--- src/hdl/mpf_pkg.sv ---
// Shared sizing for the read reorder shim stack.
// The RTL and the testbench both pull their widths from here.
package mpf_pkg;

    // ========================================================================
    // Request and response field widths
    // ========================================================================

    // Line address carried by an AFU read request
    localparam int ADDR_WIDTH = 16;

    // One response line returned by the FIU
    localparam int DATA_WIDTH = 64;

    // AFU metadata tag, returned untouched with the matching response
    localparam int MDATA_WIDTH = 8;

    // ========================================================================
    // Reorder buffer sizing
    // ========================================================================

    // Number of reorder slots, which bounds the reads in flight.
    // Must stay a power of two so that slot pointers wrap naturally
    localparam int ROB_DEPTH = 16;

    // Slot tag width, this is what the FIU sees in place of mdata
    localparam int SLOT_WIDTH = $clog2(ROB_DEPTH);

    // Requests the AFU may still send once almost-full has been raised
    localparam int ALMOST_FULL_SLACK = 2;

    // Outstanding counter needs one extra bit to hold ROB_DEPTH itself
    localparam int COUNT_WIDTH = SLOT_WIDTH + 1;

    // Outstanding level at which almost-full is raised
    localparam logic [COUNT_WIDTH-1:0] AFULL_LEVEL =
        COUNT_WIDTH'(ROB_DEPTH - ALMOST_FULL_SLACK);

endpackage

--- src/hdl/mpf_slot_alloc.sv ---
`timescale 1ns/100ps

// Producer side of the reorder stack.
// Each AFU read takes the next reorder slot in order. The original mdata is
// parked in the mdata buffer at that slot and the FIU only ever sees the slot.
module mpf_slot_alloc
(
    input  logic                            clk,
    input  logic                            rst,

    // AFU read request strobe
    input  logic                            afu_req_valid,
    input  logic [mpf_pkg::ADDR_WIDTH-1:0]  afu_req_addr,
    input  logic [mpf_pkg::MDATA_WIDTH-1:0] afu_req_mdata,

    // One slot handed back by the drain
    input  logic                            slot_free,

    // Registered FIU read request
    output logic                            fiu_req_valid,
    output logic [mpf_pkg::ADDR_WIDTH-1:0]  fiu_req_addr,
    output logic [mpf_pkg::SLOT_WIDTH-1:0]  fiu_req_tag,

    // Write port of the mdata buffer
    output logic                            mdata_wr_en,
    output logic [mpf_pkg::SLOT_WIDTH-1:0]  mdata_wr_slot,
    output logic [mpf_pkg::MDATA_WIDTH-1:0] mdata_wr_data,

    // Flow control toward the AFU
    output logic                            afu_almost_full
);

    import mpf_pkg::*;

    // Next slot to hand out, wraps at ROB_DEPTH
    logic [SLOT_WIDTH-1:0]  alloc_slot;

    // Slots allocated and not yet released
    logic [COUNT_WIDTH-1:0] out_count;
    logic [COUNT_WIDTH-1:0] count_next;

    // Save the caller's mdata in the same cycle the slot is taken
    assign mdata_wr_en   = afu_req_valid;
    assign mdata_wr_slot = alloc_slot;
    assign mdata_wr_data = afu_req_mdata;

    // Allocation and release in the same cycle cancel out
    always_comb
    begin
        count_next = out_count;
        if (afu_req_valid && !slot_free)
        begin
            count_next = out_count + 1'b1;
        end
        else if (!afu_req_valid && slot_free)
        begin
            count_next = out_count - 1'b1;
        end
    end

    // Control state: pointer, counter, strobe and almost-full
    always_ff @(posedge clk)
    begin
        if (rst)
        begin
            alloc_slot      <= '0;
            out_count       <= '0;
            fiu_req_valid   <= 1'b0;
            afu_almost_full <= 1'b0;
        end
        else
        begin
            out_count       <= count_next;
            fiu_req_valid   <= afu_req_valid;
            // Judged on the count after this cycle's traffic
            afu_almost_full <= (count_next >= AFULL_LEVEL);
            if (afu_req_valid)
            begin
                alloc_slot <= alloc_slot + 1'b1;
            end
        end
    end

    // FIU request payload, qualified by fiu_req_valid
    always_ff @(posedge clk)
    begin
        if (afu_req_valid)
        begin
            fiu_req_addr <= afu_req_addr;
            fiu_req_tag  <= alloc_slot;
        end
    end

endmodule

--- src/hdl/mpf_reorder_buf.sv ---
`timescale 1ns/100ps

// Slot-indexed storage for the reorder stack.
// Writes land at any slot in any order; reads only ever come from the head,
// which walks the slots in allocation order.
module mpf_reorder_buf
#(
    parameter type payload_t = logic [mpf_pkg::DATA_WIDTH-1:0]
)
(
    input  logic                           clk,
    input  logic                           rst,

    // Write port, one slot per strobe
    input  logic                           wr_en,
    input  logic [mpf_pkg::SLOT_WIDTH-1:0] wr_slot,
    input  payload_t                       wr_data,

    // Retire the head slot and step to the next one
    input  logic                           rd_release,

    // Head of the buffer
    output logic [mpf_pkg::SLOT_WIDTH-1:0] head_slot,
    output logic                           head_valid,
    output payload_t                       head_data
);

    import mpf_pkg::*;

    payload_t              mem [ROB_DEPTH];
    logic [ROB_DEPTH-1:0]  slot_valid;
    logic [SLOT_WIDTH-1:0] head;

    assign head_slot  = head;
    assign head_valid = slot_valid[head];
    assign head_data  = mem[head];

    // Valid bits and the head pointer
    always_ff @(posedge clk)
    begin
        if (rst)
        begin
            slot_valid <= '0;
            head       <= '0;
        end
        else
        begin
            if (rd_release)
            begin
                slot_valid[head] <= 1'b0;
                head             <= head + 1'b1;
            end
            // A write never targets the slot being retired, set comes last anyway
            if (wr_en)
            begin
                slot_valid[wr_slot] <= 1'b1;
            end
        end
    end

    // Payload storage
    always_ff @(posedge clk)
    begin
        if (wr_en)
        begin
            mem[wr_slot] <= wr_data;
        end
    end

endmodule

--- src/hdl/mpf_rsp_drain.sv ---
`timescale 1ns/100ps

// Consumer side of the reorder stack.
// Pulls responses off the head of the buffer strictly in order, pairs each
// with the mdata the AFU originally supplied and returns it through two
// register stages.
module mpf_rsp_drain
(
    input  logic                            clk,
    input  logic                            rst,

    // Head of the response buffer and the mdata saved for the same slot
    input  logic                            head_valid,
    input  logic [mpf_pkg::DATA_WIDTH-1:0]  head_data,
    input  logic [mpf_pkg::MDATA_WIDTH-1:0] head_mdata,

    // Retires the head slot in both buffers and frees it for allocation
    output logic                            rd_release,

    // Registered AFU response strobe
    output logic                            afu_rsp_valid,
    output logic [mpf_pkg::DATA_WIDTH-1:0]  afu_rsp_data,
    output logic [mpf_pkg::MDATA_WIDTH-1:0] afu_rsp_mdata
);

    import mpf_pkg::*;

    // ========================================================================
    // Stage 1: release the head and capture it
    // ========================================================================

    logic                   pipe_valid;
    logic [DATA_WIDTH-1:0]  pipe_data;
    logic [MDATA_WIDTH-1:0] pipe_mdata;

    // The AFU never stalls, so any valid head can leave right away.
    // This lets a run of ready slots drain one per cycle
    assign rd_release = head_valid;

    always_ff @(posedge clk)
    begin
        if (head_valid)
        begin
            pipe_data  <= head_data;
            pipe_mdata <= head_mdata;
        end
    end

    // ========================================================================
    // Stage 2: output register toward the AFU
    // ========================================================================

    always_ff @(posedge clk)
    begin
        if (pipe_valid)
        begin
            afu_rsp_data  <= pipe_data;
            afu_rsp_mdata <= pipe_mdata;
        end
    end

    // Strobes for both stages
    always_ff @(posedge clk)
    begin
        if (rst)
        begin
            pipe_valid    <= 1'b0;
            afu_rsp_valid <= 1'b0;
        end
        else
        begin
            pipe_valid    <= head_valid;
            afu_rsp_valid <= pipe_valid;
        end
    end

endmodule

--- src/hdl/mpf_lite.sv ---
`timescale 1ns/100ps

// Read-only reorder shim between an accelerator and a memory port.
// Requests flow up from the AFU through the allocator, responses flow down
// from the FIU through the buffers and the drain.
module mpf_lite
(
    input  logic                            clk,
    input  logic                            rst,

    // AFU read requests
    input  logic                            afu_req_valid,
    input  logic [mpf_pkg::ADDR_WIDTH-1:0]  afu_req_addr,
    input  logic [mpf_pkg::MDATA_WIDTH-1:0] afu_req_mdata,
    output logic                            afu_almost_full,

    // FIU read requests, tagged by slot
    output logic                            fiu_req_valid,
    output logic [mpf_pkg::ADDR_WIDTH-1:0]  fiu_req_addr,
    output logic [mpf_pkg::SLOT_WIDTH-1:0]  fiu_req_tag,

    // FIU read responses, in any order
    input  logic                            fiu_rsp_valid,
    input  logic [mpf_pkg::SLOT_WIDTH-1:0]  fiu_rsp_tag,
    input  logic [mpf_pkg::DATA_WIDTH-1:0]  fiu_rsp_data,

    // AFU read responses, in request order
    output logic                            afu_rsp_valid,
    output logic [mpf_pkg::DATA_WIDTH-1:0]  afu_rsp_data,
    output logic [mpf_pkg::MDATA_WIDTH-1:0] afu_rsp_mdata
);

    import mpf_pkg::*;

    logic                   mdata_wr_en;
    logic [SLOT_WIDTH-1:0]  mdata_wr_slot;
    logic [MDATA_WIDTH-1:0] mdata_wr_data;

    logic                   rd_release;
    logic                   head_valid;
    logic [DATA_WIDTH-1:0]  head_data;
    logic [MDATA_WIDTH-1:0] head_mdata;

    // ========================================================================
    // Request path that takes a slot, stashes the mdata and tags the FIU request
    // ========================================================================

    mpf_slot_alloc slot_alloc
    (
        .clk,
        .rst,
        .afu_req_valid,
        .afu_req_addr,
        .afu_req_mdata,
        .slot_free(rd_release),
        .fiu_req_valid,
        .fiu_req_addr,
        .fiu_req_tag,
        .mdata_wr_en,
        .mdata_wr_slot,
        .mdata_wr_data,
        .afu_almost_full
    );

    // ========================================================================
    // Reorder storage with one instance per payload
    // ========================================================================

    // Responses are written straight from the FIU at their slot.
    // Its head pointer is the in-order read position of the whole stack
    mpf_reorder_buf #(.payload_t(logic [DATA_WIDTH-1:0])) rsp_buf
    (
        .clk,
        .rst,
        .wr_en(fiu_rsp_valid),
        .wr_slot(fiu_rsp_tag),
        .wr_data(fiu_rsp_data),
        .rd_release,
        .head_slot(),
        .head_valid,
        .head_data
    );

    // Both heads step together on rd_release, so this head tracks the rsp_buf head
    mpf_reorder_buf #(.payload_t(logic [MDATA_WIDTH-1:0])) mdata_buf
    (
        .clk,
        .rst,
        .wr_en(mdata_wr_en),
        .wr_slot(mdata_wr_slot),
        .wr_data(mdata_wr_data),
        .rd_release,
        .head_slot(),
        .head_valid(),
        .head_data(head_mdata)
    );

    // ========================================================================
    // Response path with an in-order drain and a registered output to the AFU
    // ========================================================================

    mpf_rsp_drain rsp_drain
    (
        .clk,
        .rst,
        .head_valid,
        .head_data,
        .head_mdata,
        .rd_release,
        .afu_rsp_valid,
        .afu_rsp_data,
        .afu_rsp_mdata
    );

endmodule

--- config.mk ---
export PLATFORM = sky130hd
export DESIGN_NAME = mpf_lite
export DESIGN_NICKNAME = d
export VERILOG_FILES = /design/src/hdl/mpf_pkg.sv /design/src/hdl/mpf_slot_alloc.sv /design/src/hdl/mpf_reorder_buf.sv /design/src/hdl/mpf_rsp_drain.sv /design/src/hdl/mpf_lite.sv
export SDC_FILE = /design/constraint.sdc
export NUM_CORES = 1
export LEC_CHECK = 0
export BUFFER_PORTS_ARGS = -buffer_cell sky130_fd_sc_hd__buf_2
export CAP_MARGIN = 30
export CORE_ASPECT_RATIO = 1.5
export CORE_MARGIN = 4
export CORE_UTILIZATION = 44
export CTS_BUF_LIST = sky130_fd_sc_hd__clkbuf_16
export DETAILED_ROUTE_END_ITERATION = 12
export MAX_ROUTING_LAYER = met4
export PLACE_DENSITY_LB_ADDON = 0.1
export REMOVE_ABC_BUFFERS = 1
export SETUP_SLACK_MARGIN = 0.05
export SLEW_MARGIN = 10
export SYNTH_ARGS = -nofsm -noshare
export SYNTH_HDL_FRONTEND = slang
export SYNTH_SLANG_ARGS = --single-unit
--- constraint.sdc ---
create_clock -name clk -period 18.73 [get_ports clk]
set_clock_uncertainty 0.1 [all_clocks]
set_input_delay 0.9365 -clock clk [delete_from_list [all_inputs] [get_ports clk]]
set_output_delay 0.9365 -clock clk [all_outputs]
set_load 0.01 [all_outputs]
# Yosys cells after proc, flatten, opt, wreduce, memory -nomap -nowiden
# Memory sizes are Yosys's and may differ from the RTL's. A register that Yosys moved wholly into a read port is not among the register bits.
# Cells that the tools add are included.
totals:
  regBits: 129
  ram_bits: 1152
  input_bits: 96
  output_inout_bits: 95
  wordCells: 49
  mem_count: 2
classes:
  addsub: 5
  order_cmp: 5
  mux: 15
  bitwise_logic: 3
  reduce_logical: 6
memory_table:
  columns: ["memory", "depth", "width", "rd", "rd_clocked_by_memory_dff", "write_ports", "line_no", "text"]
  rows:
  - ["rsp_buf.mem", 16, 64, 1, 1, 1, "mpf_reorder_buf.sv:30", "payload_t mem [ROB_DEPTH];"]
  - ["mdata_buf.mem", 16, 8, 1, 1, 1, "mpf_reorder_buf.sv:30", null]
ops:
  columns: ["cell", "n"]
  rows:
  - ["2-to-1 mux 16 bit", 3]
  - ["AND 16 bit", 1]
  - ["inverter 16 bit", 1]
  - ["OR 16 bit", 1]
  - ["adder 4 x 1 -> 4 bit (second input constant)", 3]
  - ["< comparator 4 x 5 -> 1 bit (second input constant)", 2]
  - ["2-to-1 mux 5 bit", 2]
  - ["demux 1 bit (select 4 bit)", 2]
  - [">= comparator 4 x 1 -> 1 bit (second input constant)", 2]
  - ["2-to-1 mux 1 bit", 7]
  - ["adder 5 x 1 -> 5 bit (second input constant)", 1]
  - [">= comparator 5 x 4 -> 1 bit (second input constant)", 1]
  - ["subtractor 5 x 1 -> 5 bit (second input constant)", 1]
  - ["binary-select mux 1 bit (select 4 bit)", 1]
  - ["logical AND 1 bit", 4]
  - ["logical NOT 1 bit", 2]

# Logic depth before layout (Yosys ltp)
# Gate-level depths: netlist (run 1).
depth:
  ltp_word: 10
  depth_mapped: 9
  mapped_depth_nobuf: 6

# Hierarchy
# From an unflattened synthesis (run 1), not the netlist that was laid out.
unflattened:
  cells_unflattened: 2275
  hier_area_um2: 50983.9
by_module_without_submodules:
  columns: ["module", "n_inst", "cells_each", "area_each_um2", "seq_area_each_um2"]
  rows:
  - ["mpf_reorder_buf at rsp_buf", 1, 1702, 39342.7, 31230.0]
  - ["mpf_reorder_buf at mdata_buf", 1, 337, 6049.6, 4324.1]
  - ["mpf_rsp_drain", 1, 149, 4384.2, 4364.2]
  - ["mpf_slot_alloc", 1, 87, 1207.4, 820.8]

# Least setup slack after synthesis (run 1)
# No wires, ideal clock.
synth_path:
  kind: "input to register"
  start: "input fiu_rsp_tag[2] (netlist bit)"
  end: "memory rsp_buf.mem[0][0] (netlist bit) (enable)"
  setup_time_ns: 0.647
  t_arrival_ns: 7.369
  setup_slack_ns: 10.614
  path_stages: 2
  n_path_buf: 1
  path_cell_list: "clkbuf_1 nor4_1"
synth_lines:
  columns: ["element", "line_no", "text"]
  rows:
  - ["start: declaration", "mpf_lite.sv:24", "input logic [mpf_pkg::SLOT_WIDTH-1:0] fiu_rsp_tag,"]
  - ["end: declaration", "mpf_reorder_buf.sv:30", null]
# Straight into the memory's write port.

# Worst setup path after layout (run 1)
layout_path:
  start: "register rsp_buf.head[2], in the netlist rsp_buf.head_slot[2]"
  end: "register slot_alloc.afu_almost_full"
layout_via:
  elab_chain_len: 6
  word_cells_on_any_way: 8
  classes_between: "order compare: 1; mux: 4; reduce/logical: 3"
layout_lines:
  columns: ["element", "line_no", "text"]
  rows:
  - ["start: declaration", "mpf_reorder_buf.sv:32", "logic [SLOT_WIDTH-1:0] head;"]
  - ["start signal: assignment", "mpf_reorder_buf.sv:51", "head <= head + 1'b1;"]
  - ["binary-select mux 1 bit (select 4 bit) (*)", "mpf_reorder_buf.sv:35", "assign head_valid = slot_valid[head];"]
  - ["2-to-1 mux 1 bit (not written as such) (*)", "mpf_reorder_buf.sv:35", null]
  - ["logical AND 1 bit / logical NOT 1 bit (equally long branches)", "mpf_slot_alloc.sv:55, mpf_slot_alloc.sv:51", null]
  - ["2-to-1 mux 5 bit / logical AND 1 bit (equally long branches)", "mpf_slot_alloc.sv:55, mpf_slot_alloc.sv:51", null]
  - ["2-to-1 mux 5 bit (*)", "mpf_slot_alloc.sv:51", "if (afu_req_valid && !slot_free)"]
  - [">= comparator 5 x 4 -> 1 bit (*)", "mpf_slot_alloc.sv:76", "afu_almost_full <= (count_next >= AFULL_LEVEL);"]
  - ["end signal: assignment", "mpf_slot_alloc.sv:76", null]
  - ["end: declaration", "mpf_slot_alloc.sv:30", "output logic afu_almost_full"]
# Every way passes the cells marked *; elsewhere a longest branch is shown, timed or not. The select of a mux whose other input is x is not followed.
# A chain may end at the register's enable or synchronous reset.

==> results of run 1 <==
-- metrics by stage --
stage	utilization [%]	worst slack (ns)	instance area, um2	cells
final	50.5	14.97	57000	3829
after floorplan	-	2.20	49600	1904
after global routing	50.5	14.76	57000	3827
after global placement	46.7	14.49	52700	3575
after CTS	50.4	14.88	56900	3813
after detailed placement	47.0	14.89	53000	3585
-- worst max-delay path by stage --
stage                    startpoint                         end  slack (ns)  depth (start not counted)
6_report       rsp_buf.head_slot[2]  slot_alloc.afu_almost_full       14.97                          9
3_5_place_dp   rsp_buf.head_slot[2]  slot_alloc.afu_almost_full       14.89                          9
4_1_cts        rsp_buf.head_slot[2]  slot_alloc.afu_almost_full       14.88                          9
2_1_floorplan  rsp_buf.head_slot[0]  slot_alloc.afu_almost_full        2.20                          4
3_3_place_gp   rsp_buf.head_slot[0]     rsp_drain.pipe_data[18]       14.49                          4
5_1_grt        rsp_buf.head_slot[2]  slot_alloc.afu_almost_full       14.76                          9
-- registers in the layout, summed over array words and instances (netlist names) --
signal and count:
rsp_buf.mem 1024, mdata_buf.mem 128, rsp_drain.afu_rsp_data 64, rsp_drain.pipe_data 64, rsp_buf.slot_valid 16, slot_alloc.fiu_req_addr 16
rsp_drain.afu_rsp_mdata 8, rsp_drain.pipe_mdata 8, slot_alloc.out_count 5, mdata_buf.head_slot 4, rsp_buf.head_slot 4, slot_alloc.fiu_req_tag 4
slot_alloc.mdata_wr_slot 4, rsp_drain.afu_rsp_valid 1, rsp_drain.pipe_valid 1, slot_alloc.afu_almost_full 1, slot_alloc.fiu_req_valid 1
-- cells in the final DEF, fill, tap and decap left out, types with 21 or more instances in the layout --
cell and instances:
edfxtp_1 1316, mux4_2 364, buf_2 190, clkbuf_16 122, clkinv_1 31, inv_1 30
dfxtp_1 30, buf_4 26, nor2_1 24, clkinv_2 21
-- routing by layer --
metal / global-route usage [%] / vias to the layer above / wire (um)
met5: - / - / 0
li1: - / 9102 / -
met4: 5.19 / 0 / 2310
met1: 25.5 / 11864 / 46600
met2: 32.5 / 625 / 57600
met3: 2.90 / 158 / 5690
-- power by group through the flow --
| stage | combinational, mW | clock (mW) | sequential [mW] |
|---|---|---|---|
| after floorplan | 0.0778 | 0 | 3.47 |
| after global placement | 0.148 | 0 | 3.46 |
| after detailed placement | 0.156 | 0 | 3.46 |
| after CTS | 0.157 | 2.51 | 3.39 |
| after global routing | 0.169 | 2.64 | 3.39 |
| final | 0.154 | 2.45 | 3.39 |
-- logic make-up (layout without fill, tap and decap cells) --
group	count (synthesis)	after routing	synth area share, %
DFF	1353	1353	80.6
AOI/OAI and AO/OA	34	34	0.391
adders and majority gates	11	11	0.275
buffers and inverters	114	477	0.931
and+or+nand+nor	104	104	1.09
muxes	370	370	16.5
other	0	14	0
xor gates and xnor gates	13	13	0.228
-- final cells by class --
| type | instances | area, um2 | share of cell area, % |
|---|---|---|---|
| repair buffers | 230 | 1510 | 2.65 |
| clock inverters | 106 | 866 | 1.52 |
| flip-flops and latches | 1353 | 40300 | 70.7 |
| well taps | 1453 | 1820 | 3.19 |
| inverters | 19 | 131 | 0.231 |
| diodes | 14 | 35.0 | 0.0615 |
| clock buffers | 122 | 3050 | 5.36 |
| multi-input cells | 532 | 9280 | 16.3 |
==> results.toml, run 1 <==
[outcome]
status = "complete, no violations"

[yosys]
yosysTopAreaCell = "edfxtp_1"
yosysMostFrequentCell = "edfxtp_1"
synth_top_cells_by_count = "1,316 x edfxtp_1, 364 x mux4_2, 53 x clkbuf_1, 37 x dfxtp_1, 27 x buf_2"
ys_seq_elements = 1353
synthTopCellsByArea = "edfxtp_1 79%, mux4_2 16%, dfxtp_1 1.5%"
synth_edf_count = 1316
yosysSeqAreaShare_pct = 80.6
syn_avg_cell_area_um2 = 25.0
syn_area_um2 = 50000
ys_warn_count = 0
synth_top_area_share_pct = 79.1
ys.flop_type = "edfxtp_1"
async_flop_share_pct = 0
ys_types = 36
synthCells = 1999

[worst_setup_path]
crit_type = "register to register"
rr_worst_depth = 9
end_kind = "register"
worst-path-buf-inv = 3
cp_cell_sequence = "buf_4 > buf_16 > mux4_2 > mux2i_1 > o211ai_4 > buf_4 > mux2i_1 > xnor2_1 > o32ai_2"
crit_arrival_ns = 4.22
ff2ff_setup_slack_ns = 14.97
worst_setup_path_start_kind = "register"
worstPathRequired_ns = 19.19
cp_slowest_cell = "buf_4"
critical_path.max_stage_delay_ns = 0.75
reg2reg_from = "rsp_buf.head_slot[2]"
cpLargestDelayFamily = "buffers and inverters"
crit_path_max_fanout = 48
r2r-end = "slot_alloc.afu_almost_full"

[power_and_ir_drop]
cellPowerDensity_nw_per_um2 = 105
p_clk_share_pct = 40.8
sw_frac_of_total_pct = 19.9
power_switching_mw = 1.19
power_frac_comb_pct = 2.6
p_int_mw = 4.80
leakagePower_nw = 17.5
p_seq_share_pct = 56.6
ir_worst_vdd_v = 0.0000835
p_total_mw = 5.99

[timing]
fin_setup_tns_ns = 0
tightest_slew_ns = 1.14
fin_crit_sh_pct = 20.1
slew_headroom_pct = 24.0
post-route-min-period_ns = 3.76
hold_viol_final = 0
slew_viol_final = 0
setup_viol = 0
rsz0062_at_grt = "false"
timing.fmax_mhz = 266
timing.hold.ws_ns = 0.306

[drt]
dr.pass1.iters = 5
wl_mm = 112
vias_per_cell = 5.68
drt-initial-drc-count = 2136
drc = 0
vias = 21749
ant_nets = 0
wl_per_cell_um = 29.3

[layout]
drive_gt1_share_pct = 33.7
nFillCells = 8748
syn_to_final_growth_pct = 14.0
layout.nets = 2363

[cts]
clkTransAtPathRegs_ns = 0.07
cts_resized = 0
post_cts_buffers = 0
holdBufCountCts = 0
cts-htree-levels = 3
cts_tree = "done"
clk_latency_ns = 0.72
cts.sinks = 1353
numCtsBuffers = 120
cts.path.max_buffers = 3
clockRootBuffer = "clkbuf_16"

[die]
dieWidth_um = 283
die_y_um = 421
start_util_pct = 44.3
core_um2 = 113000
fp.dieArea_um2 = 119000
io_pins = 191
rows = 151

[min_path]
worstHoldEndpoint = "slot_alloc.fiu_req_addr[5]"
whs_path_depth = 1
hp-start = "afu_req_addr[5]"
hold_class = "primary input to register"

[grt]
antenna_found_initial = 21
grt_max_degree = 157
grt_usage_pct = 19.5
gr-total-overflow = 0
grt_pass1_vias = 23076
grt_pass1_wl_mm = 163

[place]
place.gp.congestion = 0.755
place_hpwl_mm = 56.9
io_buffers = 190

[flow_run]
cap_viol_max_count = 0
Note: power is estimated with default switching activity, not from simulation.
==> run 2: changes to the inputs <==
==> constraint.sdc (replaced) <==
create_clock -name clk -period 3.8 [get_ports clk]
set_clock_uncertainty 0.1 [all_clocks]
set_input_delay 0.19 -clock clk [delete_from_list [all_inputs] [get_ports clk]]
set_output_delay 0.19 -clock clk [all_outputs]
set_load 0.01 [all_outputs]
==> results.toml, run 2 (synthesized netlist as in run 1, its figures left out) <==
[worst_setup_path]
worst_setup_path_start_kind = "register"
end_kind = "register"
worstPathRequired_ns = 4.38
r2r-end = "rsp_buf.slot_valid[9]"
cp_slowest_cell = "dfxtp_4"
rr_worst_depth = 8
worst-path-buf-inv = 2
crit_arrival_ns = 3.86
crit_path_max_fanout = 27
cpLargestDelayFamily = "multiplexers"
crit_type = "register to register"
ff2ff_setup_slack_ns = 0.53
cp_cell_sequence = "mux4_2 > mux2i_1 > o211ai_4 > buf_12 > nand2_1 > o21ai_1 > a21oi_1 > dlygate4sd3_1"
critical_path.max_stage_delay_ns = 0.66
reg2reg_from = "rsp_buf.head_slot[1]"

[power_and_ir_drop]
power_switching_mw = 6.08
p_seq_share_pct = 55.2
leakagePower_nw = 18.2
ir_worst_vdd_v = 0.000334
sw_frac_of_total_pct = 20.1
p_int_mw = 24.2
cellPowerDensity_nw_per_um2 = 519
p_clk_share_pct = 42.0
power_frac_comb_pct = 2.8

[grt]
grt_pass1_vias = 23700
antenna_found_initial = 8
grt_usage_pct = 19.9
grt_max_degree = 150
grt_pass1_wl_mm = 166
gr-total-overflow = 0

[timing]
timing.hold.ws_ns = 0.0738
slew_viol_final = 0
tightest_slew_ns = 1.04
fin_crit_sh_pct = 86.1
slew_headroom_pct = 30.7
post-route-min-period_ns = 3.27
timing.fmax_mhz = 306
fin_setup_tns_ns = 0
setup_ws_ns = 0.528
setup_viol = 0
hold_viol_final = 0
rsz0062_at_grt = "false"

[place]
place.gp.congestion = 0.764
place_hpwl_mm = 57.2
pre_cts_ws_ns = 0.964
io_buffers = 190

[cts]
cts_tree = "done"
cts.path.max_buffers = 3
cts_resized = 0
numCtsBuffers = 131
cts-htree-levels = 4
post_cts_buffers = 0
holdBufCountCts = 104
clockRootBuffer = "clkbuf_16"
clkTransAtPathRegs_ns = 0.07
cts.sinks = 1353
clk_latency_ns = 0.74

[layout]
layout_commonest_cell = "edfxtp_1"
largest_register_ffs = 1024
syn_to_final_growth_pct = 16.9
reg_top3 = "rsp_buf.mem (1024), mdata_buf.mem (128)"
final_cell_mix = "1,316 x edfxtp_1, 364 x mux4_2, 190 x buf_2, 137 x clkbuf_16, 104 x dlygate4sd3_1"
regMostFlops = "rsp_buf.mem"
final_util_pct = 51.8
drive_gt1_share_pct = 32.5
layout.nets = 2480

[min_path]
whs_path_depth = 2
hp-start = "afu_req_addr[2]"
hold_class = "primary input to register"
worstHoldEndpoint = "slot_alloc.fiu_req_addr[2]"

[drt]
vias = 22085
vias_per_cell = 5.60
wl_per_cell_um = 28.9
dr.pass1.iters = 5
drc = 0
drt-initial-drc-count = 1932
ant_nets = 0
wl_mm = 114

[die]
start_util_pct = 44.3
core_um2 = 113000
dieWidth_um = 283
die_y_um = 421
rows = 151
io_pins = 191
fp.dieArea_um2 = 119000

[flow_run]
cap_viol_max_count = 0

[outcome]
status = "complete, no violations"
==> run 2: final cells by class <==
type | instances | area [um2]
clock buffers | 137 | 3430
flip-flops and latches | 1353 | 40300
clock inverters | 103 | 797
inverters | 19 | 126
multi-input cells | 532 | 9280
well taps | 1453 | 1820
repair buffers | 336 | 2690
fillers | 8654 | 54400
diodes | 8 | 20.0
==> run 2: per-layer routing <==
layer	up-vias	global-route usage, %	part of all wire [%]
met5	-	-	0
met4	0	4.56	1.9
met3	172	3.58	4.9
met2	606	33.0	51
met1	11981	26.1	42
li1	9326	-	-
==> run 2: worst max path at each step <==
stage | cells past startpoint | slack, ns | startpoint | end
after floorplan | 4 | -12.73 | rsp_buf.head_slot[0] | slot_alloc.afu_almost_full
after global placement | 3 | 1.04 | rsp_buf.head_slot[1] | rsp_drain.pipe_data[1]
after detailed placement | 3 | 0.96 | rsp_buf.head_slot[1] | rsp_drain.pipe_data[58]
after CTS | 8 | 0.53 | rsp_buf.head_slot[1] | rsp_buf.slot_valid[9]
after global routing | 8 | 0.37 | rsp_buf.head_slot[1] | rsp_buf.slot_valid[9]
final | 8 | 0.53 | rsp_buf.head_slot[1] | rsp_buf.slot_valid[9]
==> run 2: stage by stage <==
step	cells	total power, mW	instance area [um2]
3_3_place_gp	3585	17.8	53000
6_report	3941	30.3	58400
4_1_cts	3933	30.7	58400
3_5_place_dp	3589	17.8	53100
5_1_grt	3941	31.4	58400
2_1_floorplan	1904	17.5	49600
==> run 2: power by group through the flow <==
stage          Sequential [mW]  Clock, mW  Combinational [mW]
3_5_place_dp              17.1          0               0.782
6_report                  16.7       12.7               0.851
2_1_floorplan             17.1          0               0.384
3_3_place_gp              17.0          0               0.746
5_1_grt                   16.7       13.7               0.924
4_1_cts                   16.7       13.1               0.873
==> run 3: changes to the inputs <==
--- a/config.mk
+++ b/config.mk
@@ -7,10 +7,10 @@
 export LEC_CHECK = 0
 export BUFFER_PORTS_ARGS = -buffer_cell sky130_fd_sc_hd__buf_2
 export CAP_MARGIN = 30
-export CORE_ASPECT_RATIO = 1.5
+export CORE_ASPECT_RATIO = 0.75
 export CORE_MARGIN = 4
 export CORE_UTILIZATION = 44
-export CTS_BUF_LIST = sky130_fd_sc_hd__clkbuf_16
+export CTS_BUF_LIST = sky130_fd_sc_hd__clkbuf_4
 export DETAILED_ROUTE_END_ITERATION = 12
 export MAX_ROUTING_LAYER = met4
 export PLACE_DENSITY_LB_ADDON = 0.1
==> results.toml, run 3 (synthesized netlist as in run 1, its figures left out) <==
[outcome]
status = "complete, no violations"

[power_and_ir_drop]
p_int_mw = 22.9
sw_frac_of_total_pct = 20.7
p_seq_share_pct = 57.9
leakagePower_nw = 18.8
cellPowerDensity_nw_per_um2 = 487
ir_worst_vdd_v = 0.000299
power_switching_mw = 5.98
power_frac_comb_pct = 3.3
p_clk_share_pct = 38.8

[die]
start_util_pct = 44.6
die_y_um = 300
rows = 106
core_um2 = 112000
dieWidth_um = 397
io_pins = 191
fp.dieArea_um2 = 119000

[worst_setup_path]
ff2ff_setup_slack_ns = 0.87
worst_setup_path_start_kind = "primary input"
r2r-end = "rsp_buf.slot_valid[9]"
crit_type = "primary input to register"
rr_worst_depth = 8
reg2reg_from = "rsp_buf.head_slot[2]"
crit_path_max_fanout = 41
crit_arrival_ns = 4.02
worstPathRequired_ns = 4.47
end_kind = "register"

[timing]
rsz0062_at_grt = "false"
setup_viol = 0
timing.hold.ws_ns = 0.190
tightest_slew_ns = 0.965
slew_viol_final = 0
post-route-min-period_ns = 3.35
slew_headroom_pct = 35.7
fin_crit_sh_pct = 88.1
hold_viol_final = 0
timing.fmax_mhz = 299

[place]
io_buffers = 190
place_hpwl_mm = 56.2
place.gp.congestion = 0.735

[drt]
wl_met2_mm = 58.6
wl_mm = 115
vias_per_cell = 5.38
routed.top_layer = "met4"
drc = 0
ant_nets = 0
vias = 23760
dr.pass1.iters = 5
wl_per_cell_um = 26.1
wl_met1_mm = 49.2
drt-initial-drc-count = 1858
wl_met3_mm = 5.57

[grt]
grt_usage_pct = 20.4
grt_pass1_wl_mm = 170
antenna_found_initial = 9
grt_max_degree = 128
gr-total-overflow = 0
grt_pass1_vias = 25718

[layout]
largest_register_ffs = 1024
layout.nets = 2807
regMostFlops = "rsp_buf.mem"
layout_commonest_cell = "edfxtp_1"
syn_to_final_growth_pct = 18.6
drive_gt1_share_pct = 39.1
final_cell_mix = "1,316 x edfxtp_1, 489 x clkbuf_4, 364 x mux4_2, 206 x dlygate4sd3_1, 190 x buf_2"
reg_top3 = "rsp_buf.mem (1024), mdata_buf.mem (128)"
final_util_pct = 52.9

[cts]
clkTransAtPathRegs_ns = 0.08
post_cts_buffers = 0
cts-htree-levels = 5
clockRootBuffer = "clkbuf_4"
cts.sinks = 1353
cts.path.max_buffers = 4
cts_resized = 0
clk_latency_ns = 1.17
numCtsBuffers = 343
cts_tree = "done"

[min_path]
whs_path_depth = 3
hp-start = "afu_req_addr[10]"
worstHoldEndpoint = "slot_alloc.fiu_req_addr[10]"
hold_class = "primary input to register"

[flow_run]
cap_viol_max_count = 0
[run 3: cell types whose count changed in the layout (fill, tap and decap cells not counted), sizes merged]
cell and change:
clkbuf +352, dlygate4sd3 +102, inv -30, buf +13
bufinv -10, clkinv -7, clkinvlp -5, diode +1
[run 3: through the flow]
stage	TNS, ns	total power [mW]	area, um2	std cells	setup slack [ns]
4_1_cts	0	29.3	59200	4404	0.562
5_1_grt	0	30.2	59300	4414	0.432
3_3_place_gp	0	17.8	53000	3650	0.843
2_1_floorplan	-2462.21	17.5	49600	1904	-12.73
6_report	0	28.9	59300	4416	0.453
3_5_place_dp	0	17.8	53200	3657	0.831
[run 3: worst max-delay path: stages]
cell           delay (ns)
dlygate4sd3_1        0.53
dlygate4sd3_1        0.57
buf_2                0.21
dlygate4sd3_1        0.73
nand3_1              0.13
or2_2                0.29
dlygate4sd3_1        0.63
inv_6                0.33
buf_16               0.37
[run 3: repair_timing]
action | in CTS | in global routing
hold endpoints to repair | 2291 | 0
endpoints found under the setup margin | 0 | 0
hold buffers | 207 | 0
[run 3: layout make-up]
class,instances,area (um2)
tap,1512,1890
sequential,1353,40300
antenna,9,22.5
clock buffer,489,3670
clock inverter,51,194
inverter,19,131
multi-input combinational,532,9280
timing repair buffer,451,3810
fill,8778,52800
[run 3: power groups by stage]
stage | clock network (mW) | logic (mW) | registers [mW]
global route | 12.5 | 1.03 | 16.7
detailed placement | 0 | 0.779 | 17.1
finish | 11.2 | 0.954 | 16.7
CTS | 11.6 | 0.959 | 16.7
floorplan | 0 | 0.384 | 17.1
global placement | 0 | 0.741 | 17.0
[run 3: metal layers]
| metal | up-vias | global-route usage [%] |
|---|---|---|
| li1 | 10177 | - |
| met1 | 12672 | 26.7 |
| met2 | 738 | 32.6 |
| met3 | 173 | 3.51 |
| met4 | 0 | 7.02 |
| met5 | - | - |
[run 3: worst max path at each step]
stage | depth (start not counted) | from | endpoint
floorplan | 4 | rsp_buf.head_slot[0] | slot_alloc.afu_almost_full
global placement | 3 | rsp_buf.head_slot[0] | rsp_drain.pipe_data[42]
detailed placement | 3 | rsp_buf.head_slot[0] | rsp_drain.pipe_data[22]
CTS | 7 | rsp_buf.head_slot[2] | rsp_buf.slot_valid[14]
global route | 9 | fiu_rsp_tag[3] | rsp_buf.mem[13][62]
finish | 9 | fiu_rsp_tag[3] | rsp_buf.mem[13][56]
